[src/timer_pkg.sv]
package timer_pkg;

	// ****************************************
	// Register map
	// ****************************************

	localparam logic [15:0] addr_div  = 16'hFF04;
	localparam logic [15:0] addr_tima = 16'hFF05;
	localparam logic [15:0] addr_tma  = 16'hFF06;
	localparam logic [15:0] addr_tac  = 16'hFF07;
	localparam logic [15:0] addr_if   = 16'hFF0F;

	// Set by the console clock ratios
	localparam int prescale_width = 14;

	// ****************************************
	// TAC encoding
	// ****************************************

	typedef enum logic [1:0] {
		rate_4096   = 2'b00,
		rate_262144 = 2'b01,
		rate_65536  = 2'b10,
		rate_16384  = 2'b11
	} rate_t;

	typedef struct packed {
		logic [4:0] unused;   // Reads back as ones
		logic       enable;
		rate_t      rate_sel;
	} tac_fields_t;

	// Raw byte from the bus, or the decoded fields
	typedef union packed {
		logic [7:0]  raw;
		tac_fields_t f;
	} tac_t;

endpackage

[src/div_counter.sv]
module div_counter
	import timer_pkg::*;
(
	input  logic       boga1mhz,
	input  logic       rst_n,
	input  logic       div_wr,
	output logic [7:0] div_value,
	output logic       tap_4096,
	output logic       tap_16384,
	output logic       tap_65536,
	output logic       tap_262144
);

	logic [prescale_width-1:0] prescale;

	// Prescaler bit that clocks each TAC rate
	function automatic int tap_index(rate_t r);
		int idx;
		case (r)
			rate_4096:   idx = 7;
			rate_16384:  idx = 5;
			rate_65536:  idx = 3;
			rate_262144: idx = 1;
			default:     idx = 7;
		endcase
		return idx;
	endfunction

	always_ff @(posedge boga1mhz) begin
		if (!rst_n) begin
			prescale <= '0;
		end else if (div_wr) begin
			prescale <= '0;   // Any write to DIV clears the whole chain
		end else begin
			prescale <= prescale + 1'b1;
		end
	end

	// Upper byte of the prescaler, steps every 64 cycles
	assign div_value = prescale[prescale_width-1 -: 8];

	assign tap_4096   = prescale[tap_index(rate_4096)];
	assign tap_16384  = prescale[tap_index(rate_16384)];
	assign tap_65536  = prescale[tap_index(rate_65536)];
	assign tap_262144 = prescale[tap_index(rate_262144)];

endmodule

[src/interrupt_flag.sv]
module interrupt_flag (
	input  logic       boga1mhz,
	input  logic       rst_n,
	input  logic       timer_int,
	input  logic       irq_ack,
	input  logic       if_wr,
	input  logic [7:0] wr_data,
	output logic       irq_timer,
	output logic [7:0] if_value
);

	logic req_q;
	logic req_clr;

	// CPU service or software clear through FF0F
	assign req_clr = irq_ack || (if_wr && !wr_data[2]);

	always_ff @(posedge boga1mhz) begin
		if (!rst_n) begin
			req_q <= 1'b0;
		end else if (timer_int) begin
			req_q <= 1'b1;   // New request beats a same-cycle clear
		end else if (req_clr) begin
			req_q <= 1'b0;
		end
	end

	assign irq_timer = req_q;

	// Top three bits are not implemented and read high
	assign if_value = {3'b111, 2'b00, req_q, 2'b00};

endmodule

[src/io_bus_decode.sv]
module io_bus_decode
	import timer_pkg::*;
(
	input  logic [15:0] addr,
	input  logic        wr,
	input  logic        rd,
	output logic        div_wr,
	output logic        tima_wr,
	output logic        tma_wr,
	output logic        tac_wr,
	output logic        if_wr,
	input  logic [7:0]  div_value,
	input  logic [7:0]  tima_value,
	input  logic [7:0]  tma_value,
	input  tac_t        tac_value,
	input  logic [7:0]  if_value,
	output logic [7:0]  rd_data
);

	logic sel_div;
	logic sel_tima;
	logic sel_tma;
	logic sel_tac;
	logic sel_if;
	logic div_rd;
	logic tima_rd;
	logic tma_rd;
	logic tac_rd;
	logic if_rd;
	tac_t tac_view;

	assign sel_div  = (addr == addr_div);
	assign sel_tima = (addr == addr_tima);
	assign sel_tma  = (addr == addr_tma);
	assign sel_tac  = (addr == addr_tac);
	assign sel_if   = (addr == addr_if);

	// Write strobes, one-hot by construction
	assign div_wr  = wr & sel_div;
	assign tima_wr = wr & sel_tima;
	assign tma_wr  = wr & sel_tma;
	assign tac_wr  = wr & sel_tac;
	assign if_wr   = wr & sel_if;

	assign div_rd  = rd & sel_div;
	assign tima_rd = rd & sel_tima;
	assign tma_rd  = rd & sel_tma;
	assign tac_rd  = rd & sel_tac;
	assign if_rd   = rd & sel_if;

	always_comb begin
		tac_view          = tac_value;
		tac_view.f.unused = '1;   // Unimplemented TAC bits
		rd_data           = 8'hFF;   // Pulled-up bus when nothing drives it
		if (div_rd)
			rd_data = div_value;
		else if (tima_rd)
			rd_data = tima_value;
		else if (tma_rd)
			rd_data = tma_value;
		else if (tac_rd)
			rd_data = tac_view.raw;
		else if (if_rd)
			rd_data = if_value;
	end

endmodule

[src/timer.sv]
module timer
	import timer_pkg::*;
#(
	parameter int reload_delay = 1
) (
	input  logic       boga1mhz,
	input  logic       rst_n,
	input  logic [7:0] wr_data,
	input  logic       tima_wr,
	input  logic       tma_wr,
	input  logic       tac_wr,
	input  logic       tap_4096,
	input  logic       tap_16384,
	input  logic       tap_65536,
	input  logic       tap_262144,
	output logic [7:0] tima_value,
	output logic [7:0] tma_value,
	output logic [7:0] tac_value,
	output logic       timer_int
);

	localparam int cnt_w = (reload_delay > 1) ? $clog2(reload_delay + 1) : 1;

	tac_t             tac_q;
	logic [7:0]       tma_q;
	logic [7:0]       tma_fwd;
	logic [7:0]       tima_q;
	logic             tap_sel;
	logic             tap_gated;
	logic             tap_q;
	logic             tima_inc;
	logic             tima_ovf;
	logic             reload_now;
	logic [cnt_w-1:0] delay_cnt;

	// ****************************************
	// TAC and TMA
	// ****************************************

	always_ff @(posedge boga1mhz) begin
		if (!rst_n) begin
			tac_q.raw <= 8'hF8;
			tma_q     <= '0;
		end else begin
			if (tac_wr)
				tac_q.raw <= wr_data;
			if (tma_wr)
				tma_q <= wr_data;
		end
	end

	// New TMA value wins when written in the reload cycle
	assign tma_fwd = tma_wr ? wr_data : tma_q;

	// ****************************************
	// Rate select and edge detect
	// ****************************************

	always_comb begin
		case (tac_q.f.rate_sel)
			rate_4096:   tap_sel = tap_4096;
			rate_262144: tap_sel = tap_262144;
			rate_65536:  tap_sel = tap_65536;
			rate_16384:  tap_sel = tap_16384;
			default:     tap_sel = tap_4096;
		endcase
	end

	assign tap_gated = tap_sel & tac_q.f.enable;

	always_ff @(posedge boga1mhz) begin
		if (!rst_n) begin
			tap_q <= 1'b0;
		end else begin
			tap_q <= tap_gated;
		end
	end

	// Falling edge, so a DIV write or a TAC change can also tick
	assign tima_inc = tap_q & ~tap_gated;
	assign tima_ovf = tima_inc && (tima_q == 8'hFF);

	// ****************************************
	// TIMA, overflow delay and reload
	// ****************************************

	always_comb begin
		if (reload_delay == 0)
			reload_now = tima_ovf && !tima_wr;
		else
			reload_now = (delay_cnt == cnt_w'(1)) && !tima_wr;
	end

	always_ff @(posedge boga1mhz) begin
		if (!rst_n) begin
			delay_cnt <= '0;
		end else if (tima_wr) begin
			delay_cnt <= '0;   // CPU write aborts the pending reload
		end else if (delay_cnt != '0) begin
			delay_cnt <= delay_cnt - 1'b1;
		end else if (tima_ovf && reload_delay != 0) begin
			delay_cnt <= cnt_w'(reload_delay);
		end
	end

	always_ff @(posedge boga1mhz) begin
		if (!rst_n) begin
			tima_q <= '0;
		end else if (tima_wr) begin
			tima_q <= wr_data;
		end else if (reload_now) begin
			tima_q <= tma_fwd;
		end else if (tima_inc) begin
			tima_q <= tima_q + 8'd1;   // Wraps to 00 on overflow
		end
	end

	// High in the first cycle TIMA shows the reloaded value
	always_ff @(posedge boga1mhz) begin
		if (!rst_n) begin
			timer_int <= 1'b0;
		end else begin
			timer_int <= reload_now;
		end
	end

	assign tima_value = tima_q;
	assign tma_value  = tma_q;
	assign tac_value  = tac_q.raw;

endmodule

[src/timer_top.sv]
module timer_top #(
	parameter int reload_delay = 1
) (
	input  logic        boga1mhz,
	input  logic        rst_n,
	input  logic [15:0] addr,
	input  logic        wr,
	input  logic        rd,
	input  logic [7:0]  wr_data,
	output logic [7:0]  rd_data,
	output logic        irq_timer,
	input  logic        irq_ack
);

	logic       div_wr;
	logic       tima_wr;
	logic       tma_wr;
	logic       tac_wr;
	logic       if_wr;
	logic [7:0] div_value;
	logic [7:0] tima_value;
	logic [7:0] tma_value;
	logic [7:0] tac_value;
	logic [7:0] if_value;
	logic       tap_4096;
	logic       tap_16384;
	logic       tap_65536;
	logic       tap_262144;
	logic       timer_int;

	// ****************************************
	// CPU side
	// ****************************************

	io_bus_decode bus_i (
		.addr       (addr),
		.wr         (wr),
		.rd         (rd),
		.div_wr     (div_wr),
		.tima_wr    (tima_wr),
		.tma_wr     (tma_wr),
		.tac_wr     (tac_wr),
		.if_wr      (if_wr),
		.div_value  (div_value),
		.tima_value (tima_value),
		.tma_value  (tma_value),
		.tac_value  (tac_value),
		.if_value   (if_value),
		.rd_data    (rd_data)
	);

	interrupt_flag if_i (
		.boga1mhz  (boga1mhz),
		.rst_n     (rst_n),
		.timer_int (timer_int),
		.irq_ack   (irq_ack),
		.if_wr     (if_wr),
		.wr_data   (wr_data),
		.irq_timer (irq_timer),
		.if_value  (if_value)
	);

	// ****************************************
	// Divider and timer
	// ****************************************

	div_counter div_i (
		.boga1mhz   (boga1mhz),
		.rst_n      (rst_n),
		.div_wr     (div_wr),
		.div_value  (div_value),
		.tap_4096   (tap_4096),
		.tap_16384  (tap_16384),
		.tap_65536  (tap_65536),
		.tap_262144 (tap_262144)
	);

	timer #(
		.reload_delay (reload_delay)
	) timer_i (
		.boga1mhz   (boga1mhz),
		.rst_n      (rst_n),
		.wr_data    (wr_data),
		.tima_wr    (tima_wr),
		.tma_wr     (tma_wr),
		.tac_wr     (tac_wr),
		.tap_4096   (tap_4096),
		.tap_16384  (tap_16384),
		.tap_65536  (tap_65536),
		.tap_262144 (tap_262144),
		.tima_value (tima_value),
		.tma_value  (tma_value),
		.tac_value  (tac_value),
		.timer_int  (timer_int)
	);

endmodule

[config.mk]
export PLATFORM = sky130hd
export DESIGN_NAME = timer_top
export DESIGN_NICKNAME = d
export VERILOG_FILES = /design/src/timer_pkg.sv /design/src/div_counter.sv /design/src/interrupt_flag.sv /design/src/io_bus_decode.sv /design/src/timer.sv /design/src/timer_top.sv
export SDC_FILE = /design/constraint.sdc
export NUM_CORES = 1
export LEC_CHECK = 0
export BUFFER_PORTS_ARGS = -buffer_cell sky130_fd_sc_hd__buf_2
export CAP_MARGIN = 5
export CORE_AREA = 2 2 69 71
export CTS_BUF_LIST = sky130_fd_sc_hd__clkbuf_2 sky130_fd_sc_hd__clkbuf_4 sky130_fd_sc_hd__clkbuf_8
export CTS_CLUSTER_DIAMETER = 100
export DETAILED_ROUTE_END_ITERATION = 16
export DIE_AREA = 0 0 71 73
export MAX_ROUTING_LAYER = met4
export PLACE_DENSITY_LB_ADDON = 0.08
export SKIP_CTS_REPAIR_TIMING = 1
export SLEW_MARGIN = 20
export SYNTH_ARGS = -nofsm -noshare
export SYNTH_HDL_FRONTEND = slang
export SYNTH_SLANG_ARGS = --single-unit
[constraint.sdc]
create_clock -name boga1mhz -period 4.6 [get_ports boga1mhz]
set_input_delay 0.46 -clock boga1mhz [delete_from_list [all_inputs] [get_ports boga1mhz]]
set_output_delay 0.46 -clock boga1mhz [all_outputs]
set_load 0.02 [all_outputs]
==> results of run 1 <==
final timing paths:
path	end	slack, ps	cells after the start
worst min-delay path	timer_i.tma_value[3]	430	3
worst max-delay path	rd_data[1]	2140	7
worst max register to register	timer_i.tima_value[1]	2550	5
worst min register to register	if_i.irq_timer	440	1
cell families after synthesis:
logic type               count (synthesis)
AO/OA/AOI/OAI                           50
adder cells (fa/ha/maj)                  2
flip-flops                              37
XOR/XNOR                                17
buffers and inverters                   15
AND/OR/NAND/NOR                        123
multiplexers                            10
where the power goes:
group | leakage (nW) | switching [mW] | internal [mW]
combinational | 0.572 | 0.0197 | 0.0166
clock | 0.0477 | 0.109 | 0.125
sequential | 0.298 | 0.00227 | 0.322
cells in the mapped netlist (2+ instances only):
library cell	n	share of area, %
ha_1	2	1.2
nor3_1	6	1.4
nand2_1	33	5.8
nor2b_1	6	1.8
buf_6	2	1.1
a21boi_0	8	2.8
inv_1	5	0.88
nand4_1	7	2.1
nand4_2	2	1.2
nand2b_1	3	0.88
dfxtp_1	37	35
xnor2_1	11	4.5
o221ai_1	9	3.7
xor2_1	6	2.5
and2_1	2	0.59
and3_1	8	2.4
a211oi_1	3	1.1
mux2i_1	9	4.2
and4b_1	2	0.94
o21ai_0	7	1.6
and4_1	3	1.2
buf_4	3	1.1
a31oi_1	7	2.1
o21ai_1	2	0.47
clkbuf_1	3	0.53
nor2_1	28	4.9
buf_2	2	0.47
o22ai_1	5	1.5
nand3_1	13	3.1
metrics by stage:
stage	hold slack (ps)	instance area, µm²	utilization, %	worst slack (ps)
2_1_floorplan	417.8	2125	-	2329
3_3_place_gp	422.8	2311	50.95	2195
3_5_place_dp	433.4	2311	50.95	2157
4_1_cts	432.4	2401	52.94	2144
5_1_grt	450.8	2401	52.94	1990
6_report	432.9	2401	52.94	2142
final cells by class:
| class | count | area [µm²] |
|---|---|---|
| clock buffer | 7 | 90.09 |
| fill | 453 | 2135 |
| inverter | 5 | 18.77 |
| multi-input combinational | 202 | 1299 |
| sequential | 37 | 740.7 |
| tap | 54 | 67.56 |
| timing repair buffer | 37 | 185.2 |
worst reg2reg max path, stage by stage (launching register included):
cell and delay, ps:
dfxtp_1 410, mux2i_1 120, o221ai_1 770, mux2_2 420, o221ai_1 170, nor2_1 60
sequential cells by signal, indices dropped and copies added (netlist names):
signal	cells
div_i.prescale	14
timer_i.tac_value	3
if_i.irq_timer	1
timer_i.delay_cnt	1
timer_i.timer_int	1
timer_i.tap_q	1
timer_i.tima_value	8
timer_i.tma_value	8
metal layers:
layer / share of wire [%] / wire, µm
met1: 46 / 2457
met2: 45 / 2385
met3: 7.2 / 382
met4: 1.5 / 77
met5: 0 / 0
==> run_results.csv, run 1 <==
group,metric,value,unit
grt,antenna_found_initial,0,
setup_path,max_stage_delay,360,ps
cells_and_area,nNetsFinal,319,
sta,hold_viol,0,
routing,viasPerCell,5.836,
yosys,syn_area_per_cell,8.364,µm²
setup_path,cpMaxStageDelayCell,"and2_2",
placement,port_buffers,37,
cells_and_area,final_cells,342,
grt,grt_pass1_wl,8956,µm
min_path,holdCritStartpoint,"wr_data[3]",
power_and_ir_drop,p_per_area,247.5,nW/µm²
grt,grt_util_met2,35.20,%
setup_path,critPathLaunch,"addr[5]",
routing,wl_per_cell,15.51,µm
sta,relSlewSlack,34.12,%
power_and_ir_drop,finalPower,594.3,µW
grt,grt_overflow,0,
clock_tree,htreeDepth,2,
clock_tree,clock_path_buffers,2,
setup_path,critPathBufInv,2,
setup_path,startpoint_type,"input port",
power_and_ir_drop,ir_worst_vdd,0.0001762,V
sta,period_minus_slack,2458,ps
grt,grt_util_met1,28.85,%
routing,postRouteAntennaNets,0,
routing,first_pass_iters,5,
clock_tree,cts_sinks,37,
job,maxCapViolations,0,
routing,drt_iter0_drc,157,
clock_tree,cts_made_buffers,5,
sta,rsz0062_at_grt,"no",
die,core_region_area,4536,µm²
die,die_area,5183,µm²
cells_and_area,mostFrequentLayoutCells,"dfxtp_1 (37), buf_2 (37), nand2_1 (33)",
die,rows,25,
clock_tree,insertion_delay,290,ps
placement,place_inst,335,
sta,setup_viol,0,
routing,wl,5303,µm
routing,vias,1996,
yosys,synthMuxAreaShare,4.770,%
sta,drv_slew,0,
sta,fmax,406.8,MHz
yosys,synth_top_family_by_area,"simple AND/OR/NAND/NOR gates",
sta,tns,0,ps
placement,gp_congestion,0.8558,
yosys,netlist_instances,254,
die,die_w,71,µm
setup_path,path_cells,"buf_2 > nor4_4 > and2_2 > nand3_1 > o221ai_1 > a31oi_1 > buf_2",
yosys,syn_area,2125,µm²
yosys,ys_warn_count,0,
setup_path,cp_top_family,"simple AND/OR/NAND/NOR gates",
grt,use_met3,5.525,%
setup_path,r2r_start,"timer_i.tac_value[1]",
setup_path,arrival,2000,ps
yosys,synth_edf_count,0,
die,start_util,46.84,%
yosys,synth_seq_cells,37,
yosys,synthAdderAreaFrac,1.178,%
clock_tree,cts_tree,"built",
sta,skew,9.025,ps
setup_path,path_class,"in -> out",
yosys,post_synth_and_or_nand_nor_area_fraction,31.39,%
grt,grt_pass1_vias,1926,
setup_path,worstPathRequired,4140,ps
yosys,synth_fp_nets,285,
cells_and_area,area_growth,13.02,%
yosys,synth_compound_area_share,16.78,%
grt,grtUsageTotal,22.46,%
clock_tree,path_clk_slew,80,ps
yosys,synthDistinctLibCells,49,
clock_tree,cts_root_buffer,"clkbuf_8",
grt,grt-busiest-layer,"met2",
die,fp.dieH,73,µm
die,io_pins,38,
yosys,ys_seq_area_share,34.86,%
grt,grt_max_degree,25,
yosys,synth_ff_type,"dfxtp_1",
yosys,async_flop_share,0,%
placement,dp_hpwl,3969,µm
min_path,hold_path.class,"in -> reg",
yosys,synth_xor_area_share,7.008,%
cells_and_area,drive_above_1_share,19.10,%
setup_path,cp-end-kind,"primary output",
cells_and_area,antenna_cells,0,
outcome,status,"complete, no violations",
sta,worstMarginPinSlew,988.3,ps
power_and_ir_drop,p_leak,0.9183,nW
setup_path,path_max_fanout,14,
routing,drc,0,
setup_path,crit_top_cell,"buf_2",
sta,period_share,53.44,%
(Power assumes the default switching activity.)
==> run 2: changes to the inputs <==
==> constraint.sdc (replaced) <==
create_clock -name boga1mhz -period 2 [get_ports boga1mhz]
set_input_delay 0.2 -clock boga1mhz [delete_from_list [all_inputs] [get_ports boga1mhz]]
set_output_delay 0.2 -clock boga1mhz [all_outputs]
set_load 0.02 [all_outputs]
==> run 2 against run 1 <==
Against the previous run:
- worst hold slack worse by 270 ps
- die area unchanged
- critical path depth is the same
- flip-flop and latch count is the same
- combinational power up 140%
- global-route usage fell by 0.40 points
- utilization is 1.4 points higher
- count of clock-buffer cells in the layout fell by 1
- design area is 2.6% higher
- non-clock buffer count up 8
- first-iteration DRC count grew 36%
- via count is 0.40% higher
==> run_results.csv, run 2 (synthesis results as in run 1) <==
group,metric,value,unit
die,die_w,71,µm
clock_tree,cts_tree,"built",
power_and_ir_drop,p_leak,0.9584,nW
routing,wl,5465,µm
sta,setup_viol,0,
die,fp.dieH,73,µm
sta,skew,7.505,ps
setup_path,critPathBufInv,2,
grt,grt_overflow,0,
grt,antenna_found_initial,0,
power_and_ir_drop,p_per_area,549.3,nW/µm²
setup_path,path_cells,"buf_2 > and4_1 > and2_0 > nand4_1 > o221ai_1 > a31oi_1 > buf_2",
outcome,status,"complete, no violations",
setup_path,arrival,1690,ps
grt,grt_pass1_vias,1822,
setup_path,crit_top_cell,"buf_2",
placement,placed_area,2371,µm²
cells_and_area,area_growth,15.96,%
sta,drv_slew,0,
cells_and_area,final_cells,351,
cells_and_area,largest_reg_flops,14,
clock_tree,cts_root_buffer,"clkbuf_8",
cells_and_area,mostFrequentLayoutCells,"dfxtp_1 (37), buf_2 (37), nand2_1 (33)",
sta,hold_viol,0,
job,maxCapViolations,0,
routing,drc,0,
placement,place_inst,343,
routing,drt_iter0_drc,214,
sta,period_minus_slack,1890,ps
cells_and_area,antenna_cells,0,
setup_path,worstPathRequired,1800,ps
cells_and_area,drive_above_1_share,21.89,%
clock_tree,clock_path_buffers,2,
setup_path,startpoint_type,"input port",
cells_and_area,finish.utilization,54.32,%
sta,relSlewSlack,71.14,%
die,start_util,46.84,%
setup_path,max_stage_delay,290,ps
placement,port_buffers,37,
clock_tree,cts_sinks,37,
setup_path,cp-end-kind,"primary output",
routing,first_pass_iters,5,
grt,grt_pass1_wl,8707,µm
placement,dp_hpwl,4072,µm
cells_and_area,final_area,2464,µm²
sta,tns,0,ps
routing,vias,2004,
die,die_area,5183,µm²
die,rows,25,
clock_tree,htreeDepth,2,
sta,layout_setup_ws,109.8,ps
cells_and_area,nNetsFinal,327,
clock_tree,cts_made_buffers,5,
setup_path,cpMaxStageDelayCell,"nand4_1",
die,core_region_area,4536,µm²
routing,viasPerCell,5.709,
sta,fmax,529.1,MHz
placement,gp_congestion,0.8845,
min_path,hold_path.class,"in -> reg",
setup_path,path_class,"in -> out",
sta,worstMarginPinSlew,429.6,ps
clock_tree,insertion_delay,290,ps
placement,dp_slack,68.00,ps
setup_path,cp_top_family,"simple AND/OR/NAND/NOR gates",
cells_and_area,max_flop_register,"div_i.prescale",
routing,postRouteAntennaNets,0,
setup_path,path_max_fanout,6,
sta,rsz0062_at_grt,"no",
grt,grtUsageTotal,22.06,%
die,io_pins,38,
routing,wl_per_cell,15.57,µm
grt,grt_max_degree,25,
clock_tree,path_clk_slew,80,ps
sta,period_share,94.51,%
power_and_ir_drop,ir_worst_vdd,0.0004960,V
==> run 2: cell count changes in the layout (fill, tap and decap cells not counted), sizes merged <==
cell | before | now
clkinv | 0 | 2
clkbuf | 7 | 6
buf | 37 | 45
==> run 2: stage by stage <==
stage	total power [mW]	hold slack, ps
6_report	1.353	162.9
5_1_grt	1.398	187.2
4_1_cts	1.361	164.3
3_5_place_dp	0.8510	434.1
3_3_place_gp	0.8508	422.6
2_1_floorplan	0.8043	340.3
==> run 2: where the power goes <==
part,switching [mW],internal [mW],total [mW]
clock,0.264,0.255,0.519
combinational,0.0468,0.0409,0.0878
sequential,0.00516,0.741,0.747
total,0.316,1.04,1.35
==> run 2: metal layers <==
layer	wire length, µm	vias up	global-route usage, %
met5	0	-	-
met4	87	0	7.966
met3	345	8	5.249
met2	2472	62	34.79
met1	2559	928	27.70
li1	-	1006	-
==> run 2: path summary, 6_finish.rpt <==
kind                                            from                     to  slack (ps)  cells past startpoint
worst min-delay path                      wr_data[4]   timer_i.tma_value[4]         160                      3
worst min register to register     timer_i.timer_int         if_i.irq_timer         450                      1
worst max-delay path                        addr[11]             rd_data[1]         110                      7
worst max register to register  timer_i.tac_value[1]  timer_i.tima_value[6]         220                      6
==> run 2: final cells by class <==
| cell class | instances | area [µm²] |
|---|---|---|
| Fill cell | 447 | 2072 |
| Multi-Input combinational cell | 202 | 1305 |
| Clock inverter | 2 | 10.01 |
| Clock buffer | 6 | 76.32 |
| Sequential cell | 37 | 740.7 |
| Inverter | 5 | 18.77 |
| Tap cell | 54 | 67.56 |
| Timing Repair Buffer | 45 | 245.2 |
==> run 2: tightest hold or removal path, cell delays in order <==
cell	delay, ps
buf_2	100
nand2_1	40
a21boi_0	60
==> run 3: changes to the inputs <==
--- a/config.mk
+++ b/config.mk
@@ -7,15 +7,19 @@
 export LEC_CHECK = 0
 export BUFFER_PORTS_ARGS = -buffer_cell sky130_fd_sc_hd__buf_2
 export CAP_MARGIN = 5
-export CORE_AREA = 2 2 69 71
+export CELL_PAD_IN_SITES_DETAIL_PLACEMENT = 1
+export CELL_PAD_IN_SITES_GLOBAL_PLACEMENT = 2
+export CORE_AREA = 2 2 93 95
 export CTS_BUF_LIST = sky130_fd_sc_hd__clkbuf_2 sky130_fd_sc_hd__clkbuf_4 sky130_fd_sc_hd__clkbuf_8
 export CTS_CLUSTER_DIAMETER = 100
 export DETAILED_ROUTE_END_ITERATION = 16
-export DIE_AREA = 0 0 71 73
+export DIE_AREA = 0 0 95 97
 export MAX_ROUTING_LAYER = met4
 export PLACE_DENSITY_LB_ADDON = 0.08
+export RECOVER_POWER = 50
 export SKIP_CTS_REPAIR_TIMING = 1
 export SLEW_MARGIN = 20
 export SYNTH_ARGS = -nofsm -noshare
 export SYNTH_HDL_FRONTEND = slang
+export SYNTH_HIERARCHICAL = 1
 export SYNTH_SLANG_ARGS = --single-unit
==> run 3 against run 2 <==
Against the previous run:
- worst hold slack worse by 24 ps
- clock power rose by 57%
- critical path depth grew 3
- via count up 14%
- first-iteration DRC count fell by 67%
- clock skew grew 5.7 ps
- die area up 78%
- global-route usage shrank 4.5 points
- critical path type is now in -> reg
- critical endpoint is now timer_i/tima_value[7]
- largest power group is now clock
==> run_results.csv, run 3 <==
group,metric,value,unit
sta,skew,13.21,ps
cells_and_area,mostFrequentLayoutCells,"dfxtp_1 (37), buf_2 (36), nor2_1 (28)",
cells_and_area,final_cells,438,
die,start_util,29.64,%
clock_tree,cts_made_buffers,5,
placement,dp_hpwl,5932,µm
setup_path,cp-end-kind,"flip-flop",
die,die_area,9215,µm²
setup_path,worstPathRequired,2250,ps
setup_path,path_class,"in -> reg",
sta,rsz0062_at_grt,"no",
cells_and_area,layout_commonest_cell,"dfxtp_1",
routing,highest_layer,"met4",
clock_tree,cts_sinks,37,
power_and_ir_drop,p_per_area,589.7,nW/µm²
die,core_region_area,8134,µm²
routing,drc,0,
grt,grt_pass1_wl,12140,µm
die,fp.dieH,97,µm
clock_tree,clock_path_buffers,2,
setup_path,r2r_slack,190,ps
clock_tree,cts_tree,"built",
routing,first_pass_iters,4,
placement,place_inst,430,
min_path,hold_path.class,"in -> reg",
cells_and_area,nNetsFinal,363,
setup_path,arrival,2120,ps
routing,viasPerCell,5.196,
routing,vias,2276,
routing,wl_met2,3406,µm
power_and_ir_drop,ir_worst_vdd,0.0003158,V
yosys,syn_area_per_cell,8.430,µm²
setup_path,path_cells,"buf_2 > and4_1 > and2_0 > nand4b_1 > nor2_1 > buf_4 > or2_1 > or4_1 > a22oi_1 > o21a_1",
die,rows,33,
grt,grt_overflow,0,
routing,postRouteAntennaNets,0,
sta,drv_slew,0,
die,die_w,95,µm
sta,setup_viol,0,
job,maxCapViolations,0,
sta,period_minus_slack,1875,ps
power_and_ir_drop,finalPower,1.671,mW
setup_path,cp_top_family,"simple AND/OR/NAND/NOR gates",
setup_path,startpoint_type,"input port",
setup_path,critPathBufInv,2,
sta,fmax,533.4,MHz
yosys,ys_warn_count,6,
clock_tree,path_clk_slew,90,ps
routing,wl_met3,273,µm
cells_and_area,drive_above_1_share,25.23,%
cells_and_area,n_fill_cell,988,
grt,grt_pass1_vias,2294,
placement,gp_congestion,0.7875,
yosys,netlist_instances,286,
outcome,status,"complete, no violations",
grt,grtUsageTotal,17.61,%
yosys,syn_area,2411,µm²
placement,port_buffers,37,
power_and_ir_drop,p_leak,0.9792,nW
clock_tree,htreeDepth,2,
grt,grt_max_degree,18,
sta,period_share,93.74,%
cells_and_area,max_flop_register,"div_i/prescale",
cells_and_area,antenna_cells,0,
die,io_pins,38,
routing,wl_met1,3752,µm
setup_path,path_max_fanout,5,
cells_and_area,area_growth,17.54,%
setup_path,max_stage_delay,530,ps
sta,hold_viol,0,
routing,drt_iter0_drc,70,
cells_and_area,largest_reg_flops,14,
setup_path,cpMaxStageDelayCell,"or4_1",
routing,wl_per_cell,17.06,µm
clock_tree,insertion_delay,300,ps
grt,antenna_found_initial,0,
clock_tree,cts_root_buffer,"clkbuf_8",
routing,wl,7471,µm
==> run 3: changes by cell type in the layout (fill, tap and decap cells not counted), sizes merged, moves of 6 or more <==
cell / delta
nand2: -20
a21oi: +12
nor3: +12
buf: +11
xnor2: -10
a21boi: -8
o221ai: -8
clkbuf: +7
conb: +7
a31oi: -6
and3: -6
nand3: -6
o22a: +6
==> run 3: path summary, 6_finish.rpt <==
kind | cells past startpoint | end | from
max | 10 | timer_i/tima_value[7] | addr[14]
min | 3 | timer_i/tma_value[7] | wr_data[7]
max reg2reg | 4 | timer_i/tima_value[7] | timer_i/tac_value[1]
min reg2reg | 1 | if_i/irq_timer | timer_i/timer_int
==> run 3: where the power goes <==
group | total, mW | switching, mW | leakage [nW] | internal (mW)
clock | 0.816 | 0.314 | 0.0687 | 0.503
sequential | 0.749 | 0.00769 | 0.298 | 0.741
combinational | 0.106 | 0.0592 | 0.612 | 0.0468
total | 1.67 | 0.381 | 0.979 | 1.29
==> run 3: metrics by stage <==
stage | TNS (ps) | worst slack (ps) | area, µm² | utilization, % | hold WS [ps]
floorplan | -6.538 | -6.538 | 2430 | - | 317.7
global placement | -195.0 | -86.61 | 2716 | 33.39 | 428.9
detailed placement | -321.2 | -143.6 | 2716 | 33.39 | 441.3
CTS | 0 | 138.1 | 2854 | 35.09 | 142.9
global route | 0 | 29.71 | 2834 | 34.84 | 141.0
finish | 0 | 125.2 | 2834 | 34.84 | 138.7
==> run 3: tightest hold or removal path: stages <==
cell and delay (ps):
buf_2 90, a21oi_1 50, nor2_1 60
==> run 3: final cells by class <==
type                    instances  area [µm²]  share of cell area, %
flip-flops and latches         37       740.7                  26.14
inverters                       7       26.28                 0.9272
repair buffers                 64       367.9                  12.98
clock inverters                 3       68.82                  2.428
clock buffers                   5       68.82                  2.428
well taps                     105       131.4                  4.636
multi-input cells             217        1430                  50.46
==> run 3: per-layer routing <==
layer | vias up | GRT usage, %
met3 | 4 | 2.882
met5 | - | -
li1 | 1151 | -
met2 | 46 | 26.51
met4 | 0 | 3.344
met1 | 1075 | 24.98
